[src/source/flash_config.svh]
// Opcodes, chip-select gap, poll limit and read constants
// for the serial NOR flash programmer

`ifndef FLASH_CONFIG_SVH
`define FLASH_CONFIG_SVH

// ====================
// Flash opcodes
// ====================
`define FLASH_CMD_WREN      8'h06
`define FLASH_CMD_WRDI      8'h04
`define FLASH_CMD_RDSR1     8'h05
`define FLASH_CMD_PP        8'h02
`define FLASH_CMD_SE        8'h20
`define FLASH_CMD_BE32      8'h52
`define FLASH_CMD_BE64      8'hD8
`define FLASH_CMD_RDID      8'h9F

// Cycles with chip select high between chained transactions
`define FLASH_CS_GAP        11
// Status re-reads allowed before a timeout
`define FLASH_POLL_LIMIT    65535
`define FLASH_DUMMY_BYTE    8'hFF
`define FLASH_ID_BYTES      3

`endif

[src/source/flash_pkg.sv]
// Types shared by the flash programmer: operation and state enums,
// vector typedefs, request and phase structs
`default_nettype none

package flash_pkg;

    typedef logic [7:0]  flash_byte_t;
    typedef logic [23:0] flash_addr_t;
    // Page byte count, 1 to 256
    typedef logic [8:0]  byte_count_t;

    typedef enum logic [2:0] {
        OP_WREN, OP_WRDI, OP_RDSR, OP_PP, OP_SE, OP_BE32, OP_BE64, OP_RDID
    } flash_op_e;

    typedef enum logic [3:0] {
        SEQ_IDLE, SEQ_WEN_START, SEQ_WEN_WAIT, SEQ_GAP_WEN,
        SEQ_CMD_START, SEQ_CMD_WAIT, SEQ_ADDR_START, SEQ_ADDR_WAIT,
        SEQ_DATA_START, SEQ_DATA_WAIT, SEQ_GAP_POLL, SEQ_POLL_CMD,
        SEQ_POLL_CMD_WAIT, SEQ_POLL_READ, SEQ_DONE, SEQ_FAIL
    } seq_state_e;

    typedef enum logic [2:0] {
        SPI_IDLE, SPI_SETUP, SPI_RISE, SPI_HOLD, SPI_FALL
    } spi_state_e;

    typedef struct packed {
        flash_op_e   op;
        flash_addr_t addr;
        byte_count_t count;
    } flash_req_t;

    typedef struct packed {
        flash_byte_t opcode;
        logic        need_wen;
        logic        need_addr;
        logic        need_write_data;
        logic        need_read_data;
        logic        need_poll;
        logic        is_id;
    } op_phases_t;

endpackage

`default_nettype wire

[src/source/spi_byte_engine.sv]
// Mode 0 SPI byte shifter, MSB first
`timescale 1ns/1ps
`default_nettype none

module spi_byte_engine (
    input  logic                   clk,
    input  logic                   rst_n,
    input  logic                   spi_start,
    input  flash_pkg::flash_byte_t tx_byte,
    output flash_pkg::flash_byte_t rx_byte,
    output logic                   byte_done,
    output logic                   sck,
    output logic                   mosi,
    input  logic                   miso
);

    import flash_pkg::*;

    spi_state_e  state;
    flash_byte_t tx_shift;
    flash_byte_t rx_shift;
    logic [2:0]  bit_cnt;

    // Four cycles per bit: setup, rise, hold, fall
    always_ff @(posedge clk or negedge rst_n) begin
        if (!rst_n) begin
            state     <= SPI_IDLE;
            bit_cnt   <= '0;
            sck       <= 1'b0;
            mosi      <= 1'b1;
            byte_done <= 1'b0;
            tx_shift  <= '0;
            rx_shift  <= '0;
            rx_byte   <= '0;
        end else begin
            byte_done <= 1'b0;
            case (state)
                SPI_IDLE: begin
                    sck <= 1'b0;
                    if (spi_start) begin
                        // First bit goes out a full cycle before the edge
                        tx_shift <= tx_byte;
                        mosi     <= tx_byte[7];
                        bit_cnt  <= '0;
                        state    <= SPI_SETUP;
                    end
                end

                SPI_SETUP: begin
                    state <= SPI_RISE;
                end

                SPI_RISE: begin
                    sck      <= 1'b1;
                    rx_shift <= {rx_shift[6:0], miso};
                    state    <= SPI_HOLD;
                end

                SPI_HOLD: begin
                    state <= SPI_FALL;
                end

                SPI_FALL: begin
                    sck     <= 1'b0;
                    bit_cnt <= bit_cnt + 3'd1;
                    if (bit_cnt == 3'd7) begin
                        rx_byte   <= rx_shift;
                        byte_done <= 1'b1;
                        mosi      <= 1'b1;
                        state     <= SPI_IDLE;
                    end else begin
                        tx_shift <= {tx_shift[6:0], 1'b1};
                        mosi     <= tx_shift[6];
                        state    <= SPI_SETUP;
                    end
                end

                default: state <= SPI_IDLE;
            endcase
        end
    end

endmodule

`default_nettype wire

[src/source/flash_op_decoder.sv]
// Command table: operation to opcode and phase flags
`timescale 1ns/1ps
`default_nettype none
`include "flash_config.svh"

module flash_op_decoder (
    input  flash_pkg::flash_op_e  op,
    output flash_pkg::op_phases_t phases
);

    import flash_pkg::*;

    logic is_erase;
    logic alters_array;

    assign is_erase     = (op == OP_SE) || (op == OP_BE32) || (op == OP_BE64);
    // Program and erases need write enable, an address and polling
    assign alters_array = is_erase || (op == OP_PP);

    always_comb begin
        case (op)
            OP_WREN: phases.opcode = `FLASH_CMD_WREN;
            OP_WRDI: phases.opcode = `FLASH_CMD_WRDI;
            OP_RDSR: phases.opcode = `FLASH_CMD_RDSR1;
            OP_PP:   phases.opcode = `FLASH_CMD_PP;
            OP_SE:   phases.opcode = `FLASH_CMD_SE;
            OP_BE32: phases.opcode = `FLASH_CMD_BE32;
            OP_BE64: phases.opcode = `FLASH_CMD_BE64;
            OP_RDID: phases.opcode = `FLASH_CMD_RDID;
            default: phases.opcode = `FLASH_CMD_RDSR1;
        endcase

        phases.need_wen        = alters_array;
        phases.need_addr       = alters_array;
        phases.need_write_data = (op == OP_PP);
        phases.need_read_data  = (op == OP_RDSR) || (op == OP_RDID);
        phases.need_poll       = alters_array;
        // Three-byte read
        phases.is_id           = (op == OP_RDID);
    end

endmodule

`default_nettype wire

[src/source/flash_sequencer.sv]
// Transaction sequencer: write enable, command, address, data,
// chip-select gaps and status polling
`timescale 1ns/1ps
`default_nettype none
`include "flash_config.svh"

module flash_sequencer #(
    parameter int unsigned POLL_LIMIT = `FLASH_POLL_LIMIT
) (
    input  logic                   clk,
    input  logic                   rst_n,
    input  logic                   start,
    input  flash_pkg::flash_req_t  req,
    input  flash_pkg::op_phases_t  phases,
    output flash_pkg::flash_op_e   op,
    input  flash_pkg::flash_byte_t data_in,
    input  logic                   data_valid,
    output logic                   data_req,
    output flash_pkg::flash_byte_t data_out,
    output logic                   data_out_valid,
    output logic                   busy,
    output logic                   done,
    output logic                   error,
    output logic                   ce_n,
    output logic                   spi_start,
    output flash_pkg::flash_byte_t tx_byte,
    input  flash_pkg::flash_byte_t rx_byte,
    input  logic                   byte_done
);

    import flash_pkg::*;

    localparam int PW = $clog2(POLL_LIMIT + 1);
    localparam logic [PW-1:0] POLL_MAX = PW'(POLL_LIMIT);
    localparam logic [3:0] GAP_LAST = 4'(`FLASH_CS_GAP - 1);

    seq_state_e  state;
    flash_req_t  req_q;
    byte_count_t data_cnt;
    byte_count_t xfer_len;
    logic [1:0]  addr_idx;
    logic [3:0]  gap_cnt;
    logic [PW-1:0] poll_cnt;

    assign op = req_q.op;

    // Bytes in the data phase
    always_comb begin
        if (phases.need_write_data) begin
            xfer_len = req_q.count;
        end else if (phases.is_id) begin
            xfer_len = byte_count_t'(`FLASH_ID_BYTES);
        end else begin
            xfer_len = byte_count_t'(1);
        end
    end

    always_ff @(posedge clk) begin
        if (state == SEQ_IDLE && start) begin
            req_q <= req;
        end
    end

    always_ff @(posedge clk or negedge rst_n) begin
        if (!rst_n) begin
            state          <= SEQ_IDLE;
            ce_n           <= 1'b1;
            spi_start      <= 1'b0;
            tx_byte        <= '0;
            busy           <= 1'b0;
            done           <= 1'b0;
            error          <= 1'b0;
            data_req       <= 1'b0;
            data_out       <= '0;
            data_out_valid <= 1'b0;
            data_cnt       <= '0;
            addr_idx       <= '0;
            gap_cnt        <= '0;
            poll_cnt       <= '0;
        end else begin
            spi_start      <= 1'b0;
            done           <= 1'b0;
            data_out_valid <= 1'b0;

            case (state)
                SEQ_IDLE: begin
                    if (start) begin
                        busy     <= 1'b1;
                        error    <= 1'b0;
                        data_cnt <= '0;
                        addr_idx <= '0;
                        poll_cnt <= '0;
                        state    <= SEQ_WEN_START;
                    end
                end

                // ====================
                // Write enable
                // ====================
                SEQ_WEN_START: begin
                    if (phases.need_wen) begin
                        ce_n      <= 1'b0;
                        tx_byte   <= `FLASH_CMD_WREN;
                        spi_start <= 1'b1;
                        state     <= SEQ_WEN_WAIT;
                    end else begin
                        state <= SEQ_CMD_START;
                    end
                end

                SEQ_WEN_WAIT: begin
                    if (byte_done) begin
                        ce_n    <= 1'b1;
                        gap_cnt <= '0;
                        state   <= SEQ_GAP_WEN;
                    end
                end

                // Gap counts with ce_n high, the start state adds one more
                SEQ_GAP_WEN: begin
                    gap_cnt <= gap_cnt + 4'd1;
                    if (gap_cnt == GAP_LAST) begin
                        state <= SEQ_CMD_START;
                    end
                end

                // ====================
                // Command and address
                // ====================
                SEQ_CMD_START: begin
                    ce_n      <= 1'b0;
                    tx_byte   <= phases.opcode;
                    spi_start <= 1'b1;
                    state     <= SEQ_CMD_WAIT;
                end

                SEQ_CMD_WAIT: begin
                    if (byte_done) begin
                        if (phases.need_addr) begin
                            state <= SEQ_ADDR_START;
                        end else if (phases.need_read_data) begin
                            state <= SEQ_DATA_START;
                        end else begin
                            ce_n  <= 1'b1;
                            state <= SEQ_DONE;
                        end
                    end
                end

                SEQ_ADDR_START: begin
                    case (addr_idx)
                        2'd0:    tx_byte <= req_q.addr[23:16];
                        2'd1:    tx_byte <= req_q.addr[15:8];
                        default: tx_byte <= req_q.addr[7:0];
                    endcase
                    spi_start <= 1'b1;
                    state     <= SEQ_ADDR_WAIT;
                end

                SEQ_ADDR_WAIT: begin
                    if (byte_done) begin
                        addr_idx <= addr_idx + 2'd1;
                        if (addr_idx != 2'd2) begin
                            state <= SEQ_ADDR_START;
                        end else if (phases.need_write_data) begin
                            data_req <= 1'b1;
                            state    <= SEQ_DATA_START;
                        end else begin
                            ce_n    <= 1'b1;
                            gap_cnt <= '0;
                            state   <= SEQ_GAP_POLL;
                        end
                    end
                end

                // ====================
                // Data phase
                // ====================
                SEQ_DATA_START: begin
                    if (!phases.need_write_data) begin
                        tx_byte   <= `FLASH_DUMMY_BYTE;
                        spi_start <= 1'b1;
                        state     <= SEQ_DATA_WAIT;
                    end else if (data_valid) begin
                        // Host byte taken, request drops
                        tx_byte   <= data_in;
                        spi_start <= 1'b1;
                        data_req  <= 1'b0;
                        state     <= SEQ_DATA_WAIT;
                    end
                end

                SEQ_DATA_WAIT: begin
                    if (byte_done) begin
                        data_cnt <= data_cnt + 9'd1;
                        if (phases.need_read_data) begin
                            data_out       <= rx_byte;
                            data_out_valid <= 1'b1;
                        end
                        if (data_cnt + 9'd1 == xfer_len) begin
                            ce_n    <= 1'b1;
                            gap_cnt <= '0;
                            state   <= phases.need_poll ? SEQ_GAP_POLL : SEQ_DONE;
                        end else begin
                            data_req <= phases.need_write_data;
                            state    <= SEQ_DATA_START;
                        end
                    end
                end

                // ====================
                // Status polling
                // ====================
                SEQ_GAP_POLL: begin
                    gap_cnt <= gap_cnt + 4'd1;
                    if (gap_cnt == GAP_LAST) begin
                        state <= SEQ_POLL_CMD;
                    end
                end

                SEQ_POLL_CMD: begin
                    ce_n      <= 1'b0;
                    tx_byte   <= `FLASH_CMD_RDSR1;
                    spi_start <= 1'b1;
                    state     <= SEQ_POLL_CMD_WAIT;
                end

                SEQ_POLL_CMD_WAIT: begin
                    if (byte_done) begin
                        tx_byte   <= `FLASH_DUMMY_BYTE;
                        spi_start <= 1'b1;
                        state     <= SEQ_POLL_READ;
                    end
                end

                // Bit 0 of status is write in progress
                SEQ_POLL_READ: begin
                    if (byte_done) begin
                        ce_n <= 1'b1;
                        if (!rx_byte[0]) begin
                            state <= SEQ_DONE;
                        end else if (poll_cnt == POLL_MAX) begin
                            state <= SEQ_FAIL;
                        end else begin
                            poll_cnt <= poll_cnt + 1'b1;
                            gap_cnt  <= '0;
                            state    <= SEQ_GAP_POLL;
                        end
                    end
                end

                SEQ_DONE: begin
                    ce_n  <= 1'b1;
                    busy  <= 1'b0;
                    done  <= 1'b1;
                    state <= SEQ_IDLE;
                end

                // Timeout ends with error raised alongside done
                SEQ_FAIL: begin
                    ce_n  <= 1'b1;
                    busy  <= 1'b0;
                    done  <= 1'b1;
                    error <= 1'b1;
                    state <= SEQ_IDLE;
                end

                default: state <= SEQ_IDLE;
            endcase
        end
    end

endmodule

`default_nettype wire

[src/source/flash_programmer.sv]
// Flash programmer top: decoder, sequencer and SPI byte engine
`timescale 1ns/1ps
`default_nettype none
`include "flash_config.svh"

module flash_programmer #(
    parameter int unsigned POLL_LIMIT = `FLASH_POLL_LIMIT
) (
    input  logic                   clk,
    input  logic                   rst_n,
    input  logic                   start,
    input  flash_pkg::flash_req_t  req,
    input  flash_pkg::flash_byte_t data_in,
    input  logic                   data_valid,
    output logic                   data_req,
    output flash_pkg::flash_byte_t data_out,
    output logic                   data_out_valid,
    output logic                   busy,
    output logic                   done,
    output logic                   error,
    output logic                   sck,
    output logic                   ce_n,
    output logic                   mosi,
    input  logic                   miso
);

    import flash_pkg::*;

    flash_op_e   op;
    op_phases_t  phases;
    logic        spi_start;
    logic        byte_done;
    logic        engine_sck;
    flash_byte_t tx_byte;
    flash_byte_t rx_byte;

    // No clock reaches the flash while deselected
    assign sck = engine_sck & ~ce_n;

    flash_op_decoder u_decoder (
        .op     (op),
        .phases (phases)
    );

    flash_sequencer #(
        .POLL_LIMIT (POLL_LIMIT)
    ) u_sequencer (
        .clk            (clk),
        .rst_n          (rst_n),
        .start          (start),
        .req            (req),
        .phases         (phases),
        .op             (op),
        .data_in        (data_in),
        .data_valid     (data_valid),
        .data_req       (data_req),
        .data_out       (data_out),
        .data_out_valid (data_out_valid),
        .busy           (busy),
        .done           (done),
        .error          (error),
        .ce_n           (ce_n),
        .spi_start      (spi_start),
        .tx_byte        (tx_byte),
        .rx_byte        (rx_byte),
        .byte_done      (byte_done)
    );

    spi_byte_engine u_engine (
        .clk       (clk),
        .rst_n     (rst_n),
        .spi_start (spi_start),
        .tx_byte   (tx_byte),
        .rx_byte   (rx_byte),
        .byte_done (byte_done),
        .sck       (engine_sck),
        .mosi      (mosi),
        .miso      (miso)
    );

endmodule

`default_nettype wire

[config.mk]
export PLATFORM = sky130hd
export DESIGN_NAME = flash_programmer
export DESIGN_NICKNAME = d
export VERILOG_FILES = /design/src/source/flash_pkg.sv /design/src/source/spi_byte_engine.sv /design/src/source/flash_op_decoder.sv /design/src/source/flash_sequencer.sv /design/src/source/flash_programmer.sv
export VERILOG_INCLUDE_DIRS = /design/src /design/src/source
export SDC_FILE = /design/constraint.sdc
export NUM_CORES = 1
export LEC_CHECK = 0
export BUFFER_PORTS_ARGS = -buffer_cell sky130_fd_sc_hd__buf_2
export CAP_MARGIN = 20
export CELL_PAD_IN_SITES_DETAIL_PLACEMENT = 0
export CELL_PAD_IN_SITES_GLOBAL_PLACEMENT = 2
export CORE_ASPECT_RATIO = 0.6
export CORE_MARGIN = 2
export CORE_UTILIZATION = 41
export CTS_BUF_LIST = sky130_fd_sc_hd__clkbuf_8 sky130_fd_sc_hd__clkbuf_16
export DETAILED_ROUTE_END_ITERATION = 8
export GPL_ROUTABILITY_DRIVEN = 1
export PLACE_DENSITY = 0.88
export SLEW_MARGIN = 0
export SYNTH_ARGS = -nofsm -noshare
export SYNTH_HDL_FRONTEND = slang
export SYNTH_SLANG_ARGS = --single-unit
[constraint.sdc]
create_clock -name clk -period 8.1 [get_ports clk]
set_clock_uncertainty 0.05 [all_clocks]
set_input_delay 1.62 -clock clk [delete_from_list [all_inputs] [get_ports clk]]
set_output_delay 1.62 -clock clk [all_outputs]
set_load 0.01 [all_outputs]
==> results.cfg <==
[worst_setup_path]
worstPathRequired_ns = 8.36
setup.worst_path.start_class = flip-flop
slowest_stage = nor2_1
crit_path_end_kind = flip-flop
worst-path-max-fanout = 41
max_stage_delay_ns = 0.72
crit_top_cell = nand2_1
arrival_ns = 3.42
crit_type = flip-flop to flip-flop
path_cells = buf_4, nand2b_1, nor2_1, nand2_1, nand2_1, o21ai_0, a22o_1

[detailed_routing]
wl_per_cell_um = 17.3
ant_nets = 0
vias_per_cell = 5.48
drc = 3
routed_wl_mm = 16.0
drt-initial-drc-count = 349
dr.pass1.iters = 6
vias = 5058

[synthesis]
ys_warn_count = 0
synth_cell_types = 66
avgSynthCellArea_um2 = 10.1
synthCells = 650
synth-main-ff-cell = dfrtp_1
ys_ff_latch = 133
synthesis.area_um2 = 6550
synth_nets = 712
synth-edff-count = 36
seq_area_frac_synth_pct = 53.1
async_reset_ff_share_pct = 67.7

[sta]
finalCritPeriodShare_pct = 39.1
setup_tns_ns = 0
tightestPinTransition_ns = 0.864
finalMaxSlewViolations = 0
rsz0062_at_grt = false
clock.fmax_mhz = 316
slew_headroom_pct = 42.2
finalCriticalPeriod_ns = 3.17
finalHoldViolCount = 0
setup_viol = 0
whs_ns = 0.413

[power_and_ir_drop]
clkPwrFrac_pct = 29.8
switching_power_uw = 1030
internal_power_uw = 1650
switching_share_pct = 38.3
vdd_ir_drop_max_mv = 0.171
p_per_area_nw_per_um2 = 349
p_leak_uw = 0.00324
power_frac_seq_pct = 35.9
power_frac_comb_pct = 34.2

[clock_tree]
cts_hold_buffers = 0
cts_buffer_depth = 2
post_cts_buffers = 0
cts_tree = yes
root_buffer = clkbuf_16
cts_num_sinks = 133
cts_resized = 0
htree_levels = 4
clk_pin_slew_worst_paths_ns = 0.07
clk_latency_ns = 0.42
cts_buffers = 17

[finish]
final_common_cell = nand2_1
antenna_cells = 0
fill_cells = 1448
area.growth.synth_to_final_pct = 17.1
drive_gt1_share_pct = 18.3
fin_nets = 769
layout_common_cells = nand2_1 (93), dfrtp_1 (88), nor2_1 (67)

[floorplanning]
die_h_um = 102
io_pins = 65
die-area_um2 = 17000
die_width_um = 167
rows = 35
coreArea_um2 = 15500
start_util_pct = 42.3

[global_routing]
grt_max_degree = 57
grt_pass1_vias = 4872
grt_antenna_before_repair = 0
grt.total_usage_pct = 20.0
grt_overflow = 0
grt_pass1_wl_mm = 26.4

[worst_hold_path]
hold_path_class = flip-flop to flip-flop

[place]
port_buffers = 64
place.gp.congestion = 0.900
dp_hpwl_mm = 11.3

[outcome]
violations = DRC
status = complete, but fails checks

[flow_run]
max_cap_viol_count = 0
synth_stat cells (4+ instances only):
master,count,area [um^2]
xnor2_1,16,140
dfrtp_1,88,2200
o22ai_1,10,62.6
dfxtp_1,7,140
a21oi_1,41,205
inv_1,17,63.8
nand2b_1,6,37.5
nand3_1,23,115
a22oi_1,4,30.0
mux2_2,17,191
buf_2,7,35.0
ha_1,13,163
or3_1,9,56.3
buf_1,5,18.8
nor2_1,67,251
edfxtp_1,36,1080
nand2_1,93,349
o2bb2ai_1,5,43.8
xor2_1,12,105
nor3_1,9,45.0
mux2i_1,6,60.1
o21ai_0,32,160
a21o_1,4,30.0
a31oi_1,8,50.1
nand4_1,7,43.8
and3_1,4,25.0
clkbuf_1,21,78.8
o31ai_1,7,52.6
a22o_1,10,87.6
o41ai_1,4,35.0
nor2b_1,6,37.5
cell families (layout without fill, tap and decap cells):
family | after synthesis | in the layout | share of synthesized area (%)
simple gates | 246 | 246 | 17.6
buf+inv | 51 | 121 | 3.06
xor+xnor | 28 | 28 | 3.74
compound gates | 155 | 155 | 16.1
fa+ha+maj | 13 | 13 | 2.48
flops | 133 | 133 | 53.1
mux | 24 | 24 | 4.01
worst max-delay path, delay by kind of cell (launching register included):
| kind | cells | cell delay, ns |
|---|---|---|
| buffers and inverters | 1 | 0.38 |
| AND/OR/NAND/NOR | 4 | 1.89 |
| AO/OA/AOI/OAI | 2 | 0.39 |
| flip-flops | 1 | 0.32 |
registers in the layout (all words and copies together), names as in the netlist, 2 cells and up:
name                  count
u_decoder.phases          7
u_engine.bit_cnt          3
u_engine.rx_byte          8
u_engine.rx_shift         8
u_engine.state            3
u_engine.tx_shift         7
u_sequencer.addr_idx      2
u_sequencer.data_cnt      9
u_sequencer.data_out      8
u_sequencer.gap_cnt       4
u_sequencer.op            3
u_sequencer.poll_cnt     16
u_sequencer.req_q        33
u_sequencer.state         4
u_sequencer.tx_byte       8
routing by layer:
metal  GRT usage (%)  up-vias  part of all wire, %
met4            5.02        0                 0.55
met5               0        -                    0
met3            4.22       10                  5.0
met1            31.8     2477                   53
met2            27.2      115                   41
li1                -     2456                    -
path summary, 6_finish.rpt:
check	start	endpoint	slack [ns]	depth (start not counted)
max	u_sequencer.state[3]$_DFFE_PN0P_	u_sequencer.data_cnt[7]$_DFFE_PN0P_	4.93	7
min	u_engine.rx_byte[5]$_DFFE_PN0P_	u_sequencer.data_out[5]$_DFFE_PN0P_	0.41	2
max reg2reg	u_sequencer.state[3]$_DFFE_PN0P_	u_sequencer.data_cnt[7]$_DFFE_PN0P_	4.93	7
min reg2reg	u_engine.rx_byte[5]$_DFFE_PN0P_	u_sequencer.data_out[5]$_DFFE_PN0P_	0.41	2
max in group asynchronous	rst_n	u_sequencer.tx_byte[7]$_DFFE_PN0P_	5.78	2
min in group asynchronous	rst_n	u_sequencer.poll_cnt[7]$_DFFE_PN0P_	1.10	1
area by class of cell:
type	instances	area [um^2]	area share, %
sequential	133	3480	45.3
clock buffer	18	450	5.87
multi-input combinational	466	2880	37.5
timing repair buffer	71	375	4.89
tap	203	254	3.31
inverter	18	67.6	0.881
clock inverter	14	174	2.27
power groups by stage:
stage	combinational, uW	clock [uW]	sequential [uW]
global route	1030	841	982
finish	915	798	961
detailed placement	908	0	972
global placement	878	0	966
floorplan	672	0	944
CTS	910	812	960
per-stage QoR:
stage | utilization, % | total power, uW | setup slack [ns] | area, um^2 | cells
after floorplan | - | 1620 | 4.38 | 6550 | 650
after global placement | 45.5 | 1840 | 4.76 | 7050 | 891
after detailed placement | 45.5 | 1880 | 4.69 | 7050 | 891
after CTS | 49.5 | 2680 | 4.95 | 7670 | 923
after global routing | 49.5 | 2850 | 4.59 | 7670 | 923
final | 49.5 | 2670 | 4.93 | 7670 | 923
Power figures use the tool's default switching activity.
